**src/rtl/ros2_share_defines.svh**
```systemverilog
`ifndef ROS2_SHARE_DEFINES_SVH
`define ROS2_SHARE_DEFINES_SVH

// ------------------------------------------------------------------------
// byte queue geometry
// ------------------------------------------------------------------------

// width of one queue entry
`define ROS2_BYTE_W 8

// receive path, bytes from the stack to the protocol core
`define ROS2_RX_QUEUE_DEPTH 16

// transmit path, bytes from the protocol core to the stack
`define ROS2_TX_QUEUE_DEPTH 16

`endif

```
**src/rtl/ros2_share_pkg.sv**
```systemverilog
package ros2_share_pkg;

  // ------------------------------------------------------------------------
  // app-data record arbitration
  // ------------------------------------------------------------------------

  typedef enum logic [1:0] {
    APP_GRANT_NONE = 2'b00,  // record free
    APP_GRANT_IP   = 2'b01,  // held by the protocol core
    APP_GRANT_CPU  = 2'b10   // held by the cpu
  } app_grant_e;

  // ------------------------------------------------------------------------
  // udp buffer ownership
  // ------------------------------------------------------------------------

  typedef enum logic {
    BUF_OWNER_IP  = 1'b0,
    BUF_OWNER_CPU = 1'b1
  } buf_owner_e;

endpackage

```
**src/rtl/ros2_share_if.sv**
```systemverilog
`timescale 1ns/100ps

// request/release/grant set for the shared app-data record
interface app_share_if;

  logic ip_req;     // level
  logic ip_rel;     // one-cycle pulse
  logic cpu_req;    // level
  logic cpu_rel;    // one-cycle pulse
  logic ip_grant;
  logic cpu_grant;

  modport arbiter (
    input  ip_req, ip_rel, cpu_req, cpu_rel,
    output ip_grant, cpu_grant
  );

  modport client (
    output ip_req, ip_rel, cpu_req, cpu_rel,
    input  ip_grant, cpu_grant
  );

endinterface

// release/grant set for one udp buffer, ownership always held by one side
interface buf_share_if;

  logic ip_rel;     // one-cycle pulse
  logic cpu_rel;    // one-cycle pulse
  logic ip_grant;
  logic cpu_grant;

  modport owner (
    input  ip_rel, cpu_rel,
    output ip_grant, cpu_grant
  );

  modport client (
    output ip_rel, cpu_rel,
    input  ip_grant, cpu_grant
  );

endinterface

```
**src/rtl/app_data_arbiter.sv**
```systemverilog
`timescale 1ns/100ps

module app_data_arbiter (
  input  logic             clk,
  input  logic             rst_n,
  input  logic             i_ether_en,
  app_share_if.arbiter     arb
);

  ros2_share_pkg::app_grant_e state_q;

  // ------------------------------------------------------------------------
  // grant state
  // ------------------------------------------------------------------------

  always_ff @(posedge clk or negedge rst_n) begin
    if (!rst_n) begin
      state_q <= ros2_share_pkg::APP_GRANT_NONE;
    end else begin
      case (state_q)
        ros2_share_pkg::APP_GRANT_NONE: begin
          if (arb.ip_req) begin             // ip wins a tie
            state_q <= ros2_share_pkg::APP_GRANT_IP;
          end else if (arb.cpu_req) begin
            state_q <= ros2_share_pkg::APP_GRANT_CPU;
          end
        end
        ros2_share_pkg::APP_GRANT_IP: begin
          if (arb.ip_rel) begin             // cpu request waits until here
            state_q <= ros2_share_pkg::APP_GRANT_NONE;
          end
        end
        ros2_share_pkg::APP_GRANT_CPU: begin
          if (arb.cpu_rel) begin
            state_q <= ros2_share_pkg::APP_GRANT_NONE;
          end
        end
        default: begin
          state_q <= ros2_share_pkg::APP_GRANT_NONE;  // illegal 2'b11
        end
      endcase
    end
  end

  // ------------------------------------------------------------------------
  // grants, masked while ethernet is off
  // ------------------------------------------------------------------------

  // state keeps running underneath the mask
  assign arb.ip_grant  = i_ether_en & (state_q == ros2_share_pkg::APP_GRANT_IP);
  assign arb.cpu_grant = i_ether_en & (state_q == ros2_share_pkg::APP_GRANT_CPU);

endmodule

```
**src/rtl/buffer_handover.sv**
```systemverilog
`timescale 1ns/100ps

module buffer_handover #(
  parameter ros2_share_pkg::buf_owner_e RESET_OWNER = ros2_share_pkg::BUF_OWNER_IP
) (
  input  logic        clk,
  input  logic        rst_n,
  input  logic        i_ether_en,
  buf_share_if.owner  bus
);

  ros2_share_pkg::buf_owner_e owner_q;

  // ------------------------------------------------------------------------
  // ownership register
  // ------------------------------------------------------------------------

  // only the current owner can give the buffer away
  always_ff @(posedge clk or negedge rst_n) begin
    if (!rst_n) begin
      owner_q <= RESET_OWNER;
    end else begin
      case (owner_q)
        ros2_share_pkg::BUF_OWNER_IP: begin
          if (bus.ip_rel) begin
            owner_q <= ros2_share_pkg::BUF_OWNER_CPU;
          end
        end
        ros2_share_pkg::BUF_OWNER_CPU: begin
          if (bus.cpu_rel) begin
            owner_q <= ros2_share_pkg::BUF_OWNER_IP;
          end
        end
      endcase
    end
  end

  // ------------------------------------------------------------------------
  // grants
  // ------------------------------------------------------------------------

  assign bus.ip_grant  = i_ether_en & (owner_q == ros2_share_pkg::BUF_OWNER_IP);
  assign bus.cpu_grant = i_ether_en & (owner_q == ros2_share_pkg::BUF_OWNER_CPU);

endmodule

```
**src/rtl/byte_queue.sv**
```systemverilog
`timescale 1ns/100ps

`include "ros2_share_defines.svh"

module byte_queue #(
  parameter int DEPTH = 16                  // power of two
) (
  input  logic                    clk,
  input  logic                    rst_n,

  input  logic                    i_wr_en,
  input  logic [`ROS2_BYTE_W-1:0] i_din,

  input  logic                    i_rd_en,
  output logic [`ROS2_BYTE_W-1:0] o_dout,

  output logic                    o_full,
  output logic                    o_empty
);

  localparam int AW = $clog2(DEPTH);
  localparam logic [AW:0] CNT_FULL = (AW + 1)'(DEPTH);

  logic [`ROS2_BYTE_W-1:0] mem [DEPTH];
  logic [AW-1:0]           wr_ptr_q;
  logic [AW-1:0]           rd_ptr_q;
  logic [AW:0]             count_q;
  logic                    wr_ok;
  logic                    rd_ok;

  // back-pressure drops the strobe, nothing else moves
  assign wr_ok = i_wr_en & ~o_full;
  assign rd_ok = i_rd_en & ~o_empty;

  // ------------------------------------------------------------------------
  // storage
  // ------------------------------------------------------------------------

  always_ff @(posedge clk) begin
    if (wr_ok) begin
      mem[wr_ptr_q] <= i_din;
    end
  end

  assign o_dout = mem[rd_ptr_q];            // show-ahead

  // ------------------------------------------------------------------------
  // pointers and occupancy
  // ------------------------------------------------------------------------

  always_ff @(posedge clk or negedge rst_n) begin
    if (!rst_n) begin
      wr_ptr_q <= '0;
      rd_ptr_q <= '0;
      count_q  <= '0;
    end else begin
      if (wr_ok) begin
        wr_ptr_q <= wr_ptr_q + 1'b1;        // wraps at DEPTH
      end
      if (rd_ok) begin
        rd_ptr_q <= rd_ptr_q + 1'b1;
      end
      case ({wr_ok, rd_ok})
        2'b10:   count_q <= count_q + 1'b1;
        2'b01:   count_q <= count_q - 1'b1;
        default: count_q <= count_q;        // idle or push and pop together
      endcase
    end
  end

  assign o_full  = (count_q == CNT_FULL);
  assign o_empty = (count_q == '0);

endmodule

```
**src/rtl/ros2_ether_share.sv**
```systemverilog
`timescale 1ns/100ps

`include "ros2_share_defines.svh"

module ros2_ether_share (
  input  logic                    clk,
  input  logic                    rst_n,
  input  logic                    i_ether_en,

  // app-data record
  input  logic                    i_ip_app_req,
  input  logic                    i_ip_app_rel,
  input  logic                    i_cpu_app_req,
  input  logic                    i_cpu_app_rel,
  output logic                    o_ip_app_grant,
  output logic                    o_cpu_app_grant,

  // udp receive buffer
  input  logic                    i_ip_rxbuf_rel,
  input  logic                    i_cpu_rxbuf_rel,
  output logic                    o_ip_rxbuf_grant,
  output logic                    o_cpu_rxbuf_grant,

  // udp transmit buffer
  input  logic                    i_ip_txbuf_rel,
  input  logic                    i_cpu_txbuf_rel,
  output logic                    o_ip_txbuf_grant,
  output logic                    o_cpu_txbuf_grant,

  // receive byte queue
  input  logic                    i_rx_wr_en,
  input  logic [`ROS2_BYTE_W-1:0] i_rx_din,
  input  logic                    i_rx_rd_en,
  output logic [`ROS2_BYTE_W-1:0] o_rx_dout,
  output logic                    o_rx_full,
  output logic                    o_rx_empty,

  // transmit byte queue
  input  logic                    i_tx_wr_en,
  input  logic [`ROS2_BYTE_W-1:0] i_tx_din,
  input  logic                    i_tx_rd_en,
  output logic [`ROS2_BYTE_W-1:0] o_tx_dout,
  output logic                    o_tx_full,
  output logic                    o_tx_empty
);

  app_share_if app_bus ();
  buf_share_if rxbuf_bus ();
  buf_share_if txbuf_bus ();

  // ------------------------------------------------------------------------
  // app-data arbiter
  // ------------------------------------------------------------------------

  assign app_bus.ip_req  = i_ip_app_req;
  assign app_bus.ip_rel  = i_ip_app_rel;
  assign app_bus.cpu_req = i_cpu_app_req;
  assign app_bus.cpu_rel = i_cpu_app_rel;
  assign o_ip_app_grant  = app_bus.ip_grant;
  assign o_cpu_app_grant = app_bus.cpu_grant;

  app_data_arbiter u_app_data_arbiter (
    .clk        (clk),
    .rst_n      (rst_n),
    .i_ether_en (i_ether_en),
    .arb        (app_bus.arbiter)
  );

  // ------------------------------------------------------------------------
  // udp buffer handovers
  // ------------------------------------------------------------------------

  assign rxbuf_bus.ip_rel   = i_ip_rxbuf_rel;
  assign rxbuf_bus.cpu_rel  = i_cpu_rxbuf_rel;
  assign o_ip_rxbuf_grant   = rxbuf_bus.ip_grant;
  assign o_cpu_rxbuf_grant  = rxbuf_bus.cpu_grant;

  assign txbuf_bus.ip_rel   = i_ip_txbuf_rel;
  assign txbuf_bus.cpu_rel  = i_cpu_txbuf_rel;
  assign o_ip_txbuf_grant   = txbuf_bus.ip_grant;
  assign o_cpu_txbuf_grant  = txbuf_bus.cpu_grant;

  // core fills the rx buffer first
  buffer_handover #(
    .RESET_OWNER (ros2_share_pkg::BUF_OWNER_IP)
  ) u_rxbuf_handover (
    .clk        (clk),
    .rst_n      (rst_n),
    .i_ether_en (i_ether_en),
    .bus        (rxbuf_bus.owner)
  );

  // cpu fills the tx buffer first
  buffer_handover #(
    .RESET_OWNER (ros2_share_pkg::BUF_OWNER_CPU)
  ) u_txbuf_handover (
    .clk        (clk),
    .rst_n      (rst_n),
    .i_ether_en (i_ether_en),
    .bus        (txbuf_bus.owner)
  );

  // ------------------------------------------------------------------------
  // byte queues
  // ------------------------------------------------------------------------

  byte_queue #(
    .DEPTH (`ROS2_RX_QUEUE_DEPTH)
  ) u_rx_queue (
    .clk     (clk),
    .rst_n   (rst_n),
    .i_wr_en (i_rx_wr_en),
    .i_din   (i_rx_din),
    .i_rd_en (i_rx_rd_en),
    .o_dout  (o_rx_dout),
    .o_full  (o_rx_full),
    .o_empty (o_rx_empty)
  );

  byte_queue #(
    .DEPTH (`ROS2_TX_QUEUE_DEPTH)
  ) u_tx_queue (
    .clk     (clk),
    .rst_n   (rst_n),
    .i_wr_en (i_tx_wr_en),
    .i_din   (i_tx_din),
    .i_rd_en (i_tx_rd_en),
    .o_dout  (o_tx_dout),
    .o_full  (o_tx_full),
    .o_empty (o_tx_empty)
  );

endmodule

```
**config.mk**
```make
export PLATFORM = sky130hd
export DESIGN_NAME = ros2_ether_share
export DESIGN_NICKNAME = d
export VERILOG_FILES = /design/src/rtl/ros2_share_pkg.sv /design/src/rtl/ros2_share_if.sv /design/src/rtl/app_data_arbiter.sv /design/src/rtl/buffer_handover.sv /design/src/rtl/byte_queue.sv /design/src/rtl/ros2_ether_share.sv
export VERILOG_INCLUDE_DIRS = /design/src /design/src/rtl
export SDC_FILE = /design/constraint.sdc
export NUM_CORES = 1
export LEC_CHECK = 0
export BUFFER_PORTS_ARGS = -buffer_cell sky130_fd_sc_hd__buf_2
export CELL_PAD_IN_SITES_DETAIL_PLACEMENT = 0
export CELL_PAD_IN_SITES_GLOBAL_PLACEMENT = 1
export CORE_MARGIN = 2
export CORE_UTILIZATION = 46
export DETAILED_ROUTE_END_ITERATION = 8
export PLACE_DENSITY_LB_ADDON = 0.15
export SLEW_MARGIN = 20
export SYNTH_ARGS = -nofsm -noshare
export SYNTH_HDL_FRONTEND = slang
export SYNTH_SLANG_ARGS = --single-unit
```
**constraint.sdc**
```tcl
create_clock -name clk -period 2.4 [get_ports clk]
set_input_delay 0.24 -clock clk [delete_from_list [all_inputs] [get_ports clk]]
set_output_delay 0.24 -clock clk [all_outputs]
set_load 0.02 [all_outputs]
```
# ---- After elaboration in Yosys (flattened, before gate mapping)
# Memory sizes are Yosys's and may differ from the RTL's.
# Cells that the tools add are included.
dict set report totals {
  input_bits 31
  n_memories 2
  ff_bits 30
  mem_bits_rw 256
  word_cells 69
  out_inout_bits 26
}
# name words width read_ports rd_clocked_by_memory_dff write_ports line_no
set memory_table {}
lappend memory_table {u_rx_queue.mem 16 8 1 0 1 byte_queue.sv:24} ;# logic [`ROS2_BYTE_W-1:0] mem [DEPTH];
lappend memory_table {u_tx_queue.mem 16 8 1 0 1 byte_queue.sv:24}
dict set report classes {
  muxes 17
  n_bitwise 16
  eq_ne 11
  add_sub_neg 8
  reduce_logical 6
}
# op n
set op_table {}
lappend op_table {{case mux 5 bit (2 select lines)} 2}
lappend op_table {{adder 4 x 1 -> 4 bit, second input constant} 4}
lappend op_table {{adder 5 x 1 -> 5 bit, second input constant} 2}
lappend op_table {{bitwise AND 1 bit} 10}
lappend op_table {{equality test 5 bit, second input constant} 2}
lappend op_table {{zero test 5 bit} 2}
lappend op_table {{subtractor 5 x 1 -> 5 bit, second input constant} 2}
lappend op_table {{two-way mux 1 bit} 8}
lappend op_table {{two-way mux 2 bit} 4}
lappend op_table {{equality test 2 x 1 -> 1 bit, second input constant} 3}
lappend op_table {{equality test 2 bit, second input constant} 3}
lappend op_table {{NOT 1 bit} 6}
lappend op_table {{case mux 2 bit (3 select lines)} 1}
lappend op_table {{inequality test 2 bit, second input constant} 2}
lappend op_table {{case mux 1 bit (2 select lines)} 2}
lappend op_table {{nonzero test 2 bit} 2}
lappend op_table {{inequality test 3 bit, second input constant} 1}
lappend op_table {{AND reduction 3 bit} 1}
lappend op_table {{zero test 2 bit} 1}

# ---- Depth between registers and ports, before layout
dict set report depth {
  word_depth 5
  ltp_mapped 9
}

# ---- Modules after synthesis
# Synthesis repeated with hierarchy kept, for this count alone.
dict set report unflattened {
  cells_unflattened 685
  hier_area_um2 11761.3
}
# mod instances seq_area_each_um2 area_each_um2 cells_each
set by_module_without_submodules {}
lappend by_module_without_submodules {byte_queue 2 4169.0 5779.3 332}
lappend by_module_without_submodules {app_data_arbiter 1 50.0 106.4 11}
lappend by_module_without_submodules {{buffer_handover at u_txbuf_handover} 1 26.3 48.8 5}
lappend by_module_without_submodules {{buffer_handover at u_rxbuf_handover} 1 25.0 47.5 5}

# ---- Worst setup path before layout
# OpenSTA, ideal clock, no wires.
dict set report synth_path {
  kind {register -> register}
  startpoint {reg u_tx_queue.count_q[1]}
  endpoint {reg u_tx_queue.count_q[4]}
  t_arrival_ps 2510
  setup_time_ps 80
  synth_period_minus_slack_ps 2590
  stages_incl_launch_ff 9
  path_buffers 0
  slack_ps -190
  cell_sequence {dfrtp_1 -> or4_4 -> o21a_4 -> ha_1 -> fa_1 -> a21o_1 -> a21oi_1 -> mux2i_1 -> xnor2_1}
}
dict set report synth_between {
  elab_chain_cells 5
  word_cells_on_any_way 12
  classes_between {2 x add/sub; 3 x eq/ne; 1 x mux; 4 x bitwise; 2 x reduce/logical}
}
# item line_no
set synth_rtl {}
lappend synth_rtl {{start, declared} byte_queue.sv:27} ;# logic [AW:0] count_q;
lappend synth_rtl {{start signal, assigned} byte_queue.sv:64} ;# 2'b10: count_q <= count_q + 1'b1;
lappend synth_rtl {{start signal, assigned} byte_queue.sv:65} ;# 2'b01: count_q <= count_q - 1'b1;
lappend synth_rtl {{start signal, assigned} byte_queue.sv:66} ;# default: count_q <= count_q;
lappend synth_rtl {{zero test 5 bit *} byte_queue.sv:72} ;# assign o_empty = (count_q == '0);
lappend synth_rtl {{NOT 1 bit *} byte_queue.sv:33} ;# assign rd_ok = i_rd_en & ~o_empty;
lappend synth_rtl {{bitwise AND 1 bit *} byte_queue.sv:33}
lappend synth_rtl {{named net u_tx_queue.rd_ok} byte_queue.sv:29} ;# logic rd_ok;
lappend synth_rtl {{equality test 2 x 1 -> 1 bit or equality test 2 bit (tied branches)} byte_queue.sv:63} ;# case ({wr_ok, rd_ok})
lappend synth_rtl {{case mux 5 bit (2 select lines) or nonzero test 2 bit (tied branches)} -}
# Mark *: on every way through the listed nets, which the timed path passes. The rest lies on a longest branch.
# A chain may end at the register's enable or synchronous reset.

# ---- Worst setup path in the final report
dict set report layout_path {
  startpoint {reg u_tx_queue.rd_ptr_q[0]}
  endpoint {out o_tx_dout[0]}
}
dict set report layout_between {
  elab_chain_cells 1
}
# item line_no
set layout_rtl {}
lappend layout_rtl {{start, declared} byte_queue.sv:26} ;# logic [AW-1:0] rd_ptr_q;
lappend layout_rtl {{start signal, assigned} byte_queue.sv:61} ;# rd_ptr_q <= rd_ptr_q + 1'b1;
lappend layout_rtl {{memory read (16 x 8 bit)} -}
lappend layout_rtl {{end, declared} ros2_ether_share.sv:42} ;# output logic [`ROS2_BYTE_W-1:0] o_tx_dout,
# Every way passes these cells.

==> metrics.md <==
| Metric | Value |
|---|---|
| Worst-path clk slew | roughly 0.060 ns |
| Sink Count | 286 |
| Post-route ant nets | 0 |
| Share of the synthesized area in the top cell type | 65.70% |
| Leak pwr | 5.258 nW |
| DP Worst Slack | -0.1070 ns |
| Area grow syn2layout | 27.01% |
| Post-synthesis cell area | 11700 um^2 |
| Iter 0 DRT Violations | 466 |
| Syn Area/Cell | approximately 18 um^2 |
| Row count | 58 |
| Syn_nets | 710 |
| R2R Path Start | u_rx_queue.count_q[2]$_DFFE_PN0P_ |
| Antenna cells | 0 |
| Post-synth top area cell | edfxtp_1 |
| DIE WIDTH | ~160 um |
| Htree depth | 1 |
| Die H | 163.5 um |
| RD Place Congestion | 0.8343 |
| CTS tree | built |
| Crit. Startpoint | u_tx_queue.rd_ptr_q[0]$_DFFE_PN0P_ |
| Share of cells above drive strength 1 | 38.07% |
| Core footprint | 25110 um^2 |
| DR vias/cell | 5.558 |
| Slew headroom | 25.80% |
| Net Sw Power | around 0.0065 W |
| Fin Clk Skew | 0.008953 ns |
| Max-cap viol count | 0 |
| Final setup viols | 17 |
| Fillers | 1858 |
| Worst endpoint required time | 2.16 ns |
| Sequential Power Share | 33.2% |
| Final setup TNS | -0.6421 ns |
| Worst Hold Class | input port to flip-flop |
| DRT Wirelength | 26.33 mm |
| Gr usage total | 19.57% |
| Number of I/O pins | 57 |
| Die area | 26730 um^2 |
| Ys Warns | 0 |
| Fmax | 405.4 MHz |
| Worst setup margin | -0.06660 ns |
| Register bit total from synthesis | 286 |
| Crit end category | output pin |
| Crit Path Max Fanout | 6 |
| RSZ-0062 raised after global routing | yes |
| Drt wl/cell | 23.12 um |
| Outcome | finished, violations left |
| GRT overflow | 0 |
| Placed cells | 1051 |
| Tcrit/Tclk final | 102.8% |
| Largest net degree at the start of global routing | 34 |
| Fin Hold WS | around 0.075 ns |
| Failing checks | setup timing |
| Final Instance Count excl. Fillers | 1139 |
| Cts bufs inserted | 29 |
| Worst setup path category | flip-flop to output pin |
| Register area share after synthesis | 72.13% |
| Power Density | 1321 nW/um^2 |
| Number of global-route vias before repair | 6619 |
| Hold_sp | i_rx_din[7] |
| DP HPWL | 15.94 mm |
| Internal power | 0.01308 W |
| Final slew viol count | 0 |
| Synth cell types | 40 |
| Clock Root Buffer | clkbuf_16 |
| Sequential cell area | 8443 um^2 |
| Switching Fraction | between 30 and 40% |
| Footprint of the multi-input gates | between 3000 and 4000 um^2 |
| Longest Clk Path Bufs | 3 |
| Antenna violations before repair | 0 |
| Final min period | 2.467 ns |
| CP Data Arrival Time | ~2.2 ns |
| Global-route wire length before repair | 38.78 mm |
| Later-pin clock latency in the skew report | roughly 0.54 ns |
| DRT Pass-1 Iters | 5 |
| Clock power share | 24.2% |
| Peak supply drop | 670.4 uV |
| DR DRC count | 0 |
| Final hold viol count | 0 |
| Starting density of the core | about 47% |
| Top post-synthesis cells by area | edfxtp_1 (66%), dfrtp_1 (6.2%), mux4_2 (6.2%) |
| Comb pwr share | a little over two fifths |
| Least-Margin Pin Slew | 1.109 ns |
| Synth Instances | approximately 660 |
| PortBufs | 56 |
| Final nets | 837 |
| Startpoint types | flip-flop |
| Total number of vias | 6330 |
metrics by stage:
| step | area (um^2) | total power, W | util, % |
|---|---|---|---|
| after global routing | 14860 | 0.02050 | 59.18 |
| after CTS | 14210 | 0.01829 | 56.61 |
| final | 14860 | 0.01962 | 59.18 |
| after global placement | 12550 | 0.01226 | 49.99 |
| after detailed placement | 12550 | 0.01237 | 49.99 |
| after floorplan | 11740 | 0.01055 | - |
cells by family (layout without fill, tap and decap cells):
kind of cell / count (synthesis) / after routing / synth area share [%]
AOI/OAI and AO/OA: 84 / 84 / 5.518
xor gates and xnor gates: 20 / 20 / 1.497
adders and majority gates: 20 / 20 / 2.267
buffers and inverters: 44 / 194 / 2.192
DFF: 286 / 286 / 72.13
muxes: 104 / 104 / 12.43
and+or+nand+nor: 101 / 101 / 3.968
registers in the layout (all words and copies together), names as in the netlist, 2 cells and up:
register,flops
u_rx_queue.mem,128
u_tx_queue.mem,128
u_rx_queue.count_q,5
u_tx_queue.count_q,5
u_rx_queue.rd_ptr_q,4
u_rx_queue.wr_ptr_q,4
u_tx_queue.rd_ptr_q,4
u_tx_queue.wr_ptr_q,4
u_app_data_arbiter.state_q,2
final cells by class:
type	count	area share (%)
well taps	330	2.778
repair buffers	130	8.512
clock buffers	40	5.565
multi-input cells	329	24.69
inverters	10	0.2526
clock inverters	14	1.389
flip-flops and latches	286	56.82
worst max-delay path: stages (launching register included):
cell and delay (ns):
dfrtp_2 0.38, buf_12 0.16, buf_12 0.14, mux4_2 0.55, a22oi_2 0.22, nand2_2 0.10, buf_6 0.14
final timing paths:
check / to / cells after the start / slack, ns
setup / recovery: o_tx_dout[0] / 6 / -0.07
max in group asynchronous: u_tx_queue.rd_ptr_q[0]$_DFFE_PN0P_ / 2 / 1.53
hold reg to reg: u_app_data_arbiter.state_q[1]$_DFFE_PN0P_ / 1 / 0.52
hold / removal: u_rx_queue.mem[7][7]$_DFFE_PP_ / 1 / 0.07
min in group asynchronous: u_rx_queue.rd_ptr_q[3]$_DFFE_PN0P_ / 2 / 0.31
setup reg to reg: u_rx_queue.count_q[4]$_DFFE_PN0P_ / 8 / -0.06
power by group through the flow:
stage               Sequential, W  Clock [W]  Combinational (W)
finish                    0.00651    0.00476            0.00835
CTS                       0.00652    0.00484            0.00693
detailed placement        0.00658          0            0.00580
global route              0.00658    0.00506            0.00886
floorplan                 0.00644          0            0.00412
global placement          0.00654          0            0.00571
synth_stat cells (all sizes together):
master  count
edfxtp    256
mux2i      68
nand2      35
a221oi     32
mux4       32
nor2       32
dfrtp      29
buf        24
o21ai      22
ha         18
a22oi      16
xnor2      16
clkbuf     10
inv        10
nor3        8
nor2b       7
and2        6
a21oi       5
a21o        4
mux2        4
nand2b      4
xor2        4
a21boi      2
fa          2
nand3       2
nand4       2
nor4        2
o21a        2
or4         2
a211oi      1
and3b       1
dfstp       1
timing repair:
item,4_1_cts,5_1_grt
cloned,3,7
endpoints found under the hold margin,33,0
buffers inserted,11,6
resized for setup,69,102
hold buffers,9,0
pin swaps,22,55
setup endpoints to repair,27,49
metal layers:
layer / wire length [um] / global-route usage, %
met3: 1579 / 3.250
met1: 11790 / 28.42
met4: 325 / 3.868
met5: 0 / 0
met2: 12640 / 31.63
cell usage in the layout, fill, tap and decap left out, drive strengths merged, types with 3 or more instances in the layout:
| cell type | netlist | layout |
|---|---|---|
| bufinv | 0 | 5 |
| dlygate4sd3 | 0 | 9 |
| clkinv | 0 | 5 |
| and2 | 6 | 6 |
| nor2b | 7 | 7 |
| nand2b | 4 | 4 |
| nor3 | 8 | 8 |
| mux4 | 32 | 32 |
| mux2i | 68 | 68 |
| mux2 | 4 | 4 |
| xor2 | 4 | 4 |
| clkbuf | 10 | 47 |
| a21oi | 5 | 5 |
| o21ai | 22 | 22 |
| dfrtp | 29 | 29 |
| a221oi | 32 | 32 |
| buf | 24 | 114 |
| a21o | 4 | 4 |
| nand2 | 35 | 35 |
| edfxtp | 256 | 256 |
| xnor2 | 16 | 16 |
| inv | 10 | 11 |
| clkinvlp | 0 | 3 |
| ha | 18 | 18 |
| a22oi | 16 | 16 |
| nor2 | 32 | 32 |
No activity file was read; power rests on OpenSTA's default activity.
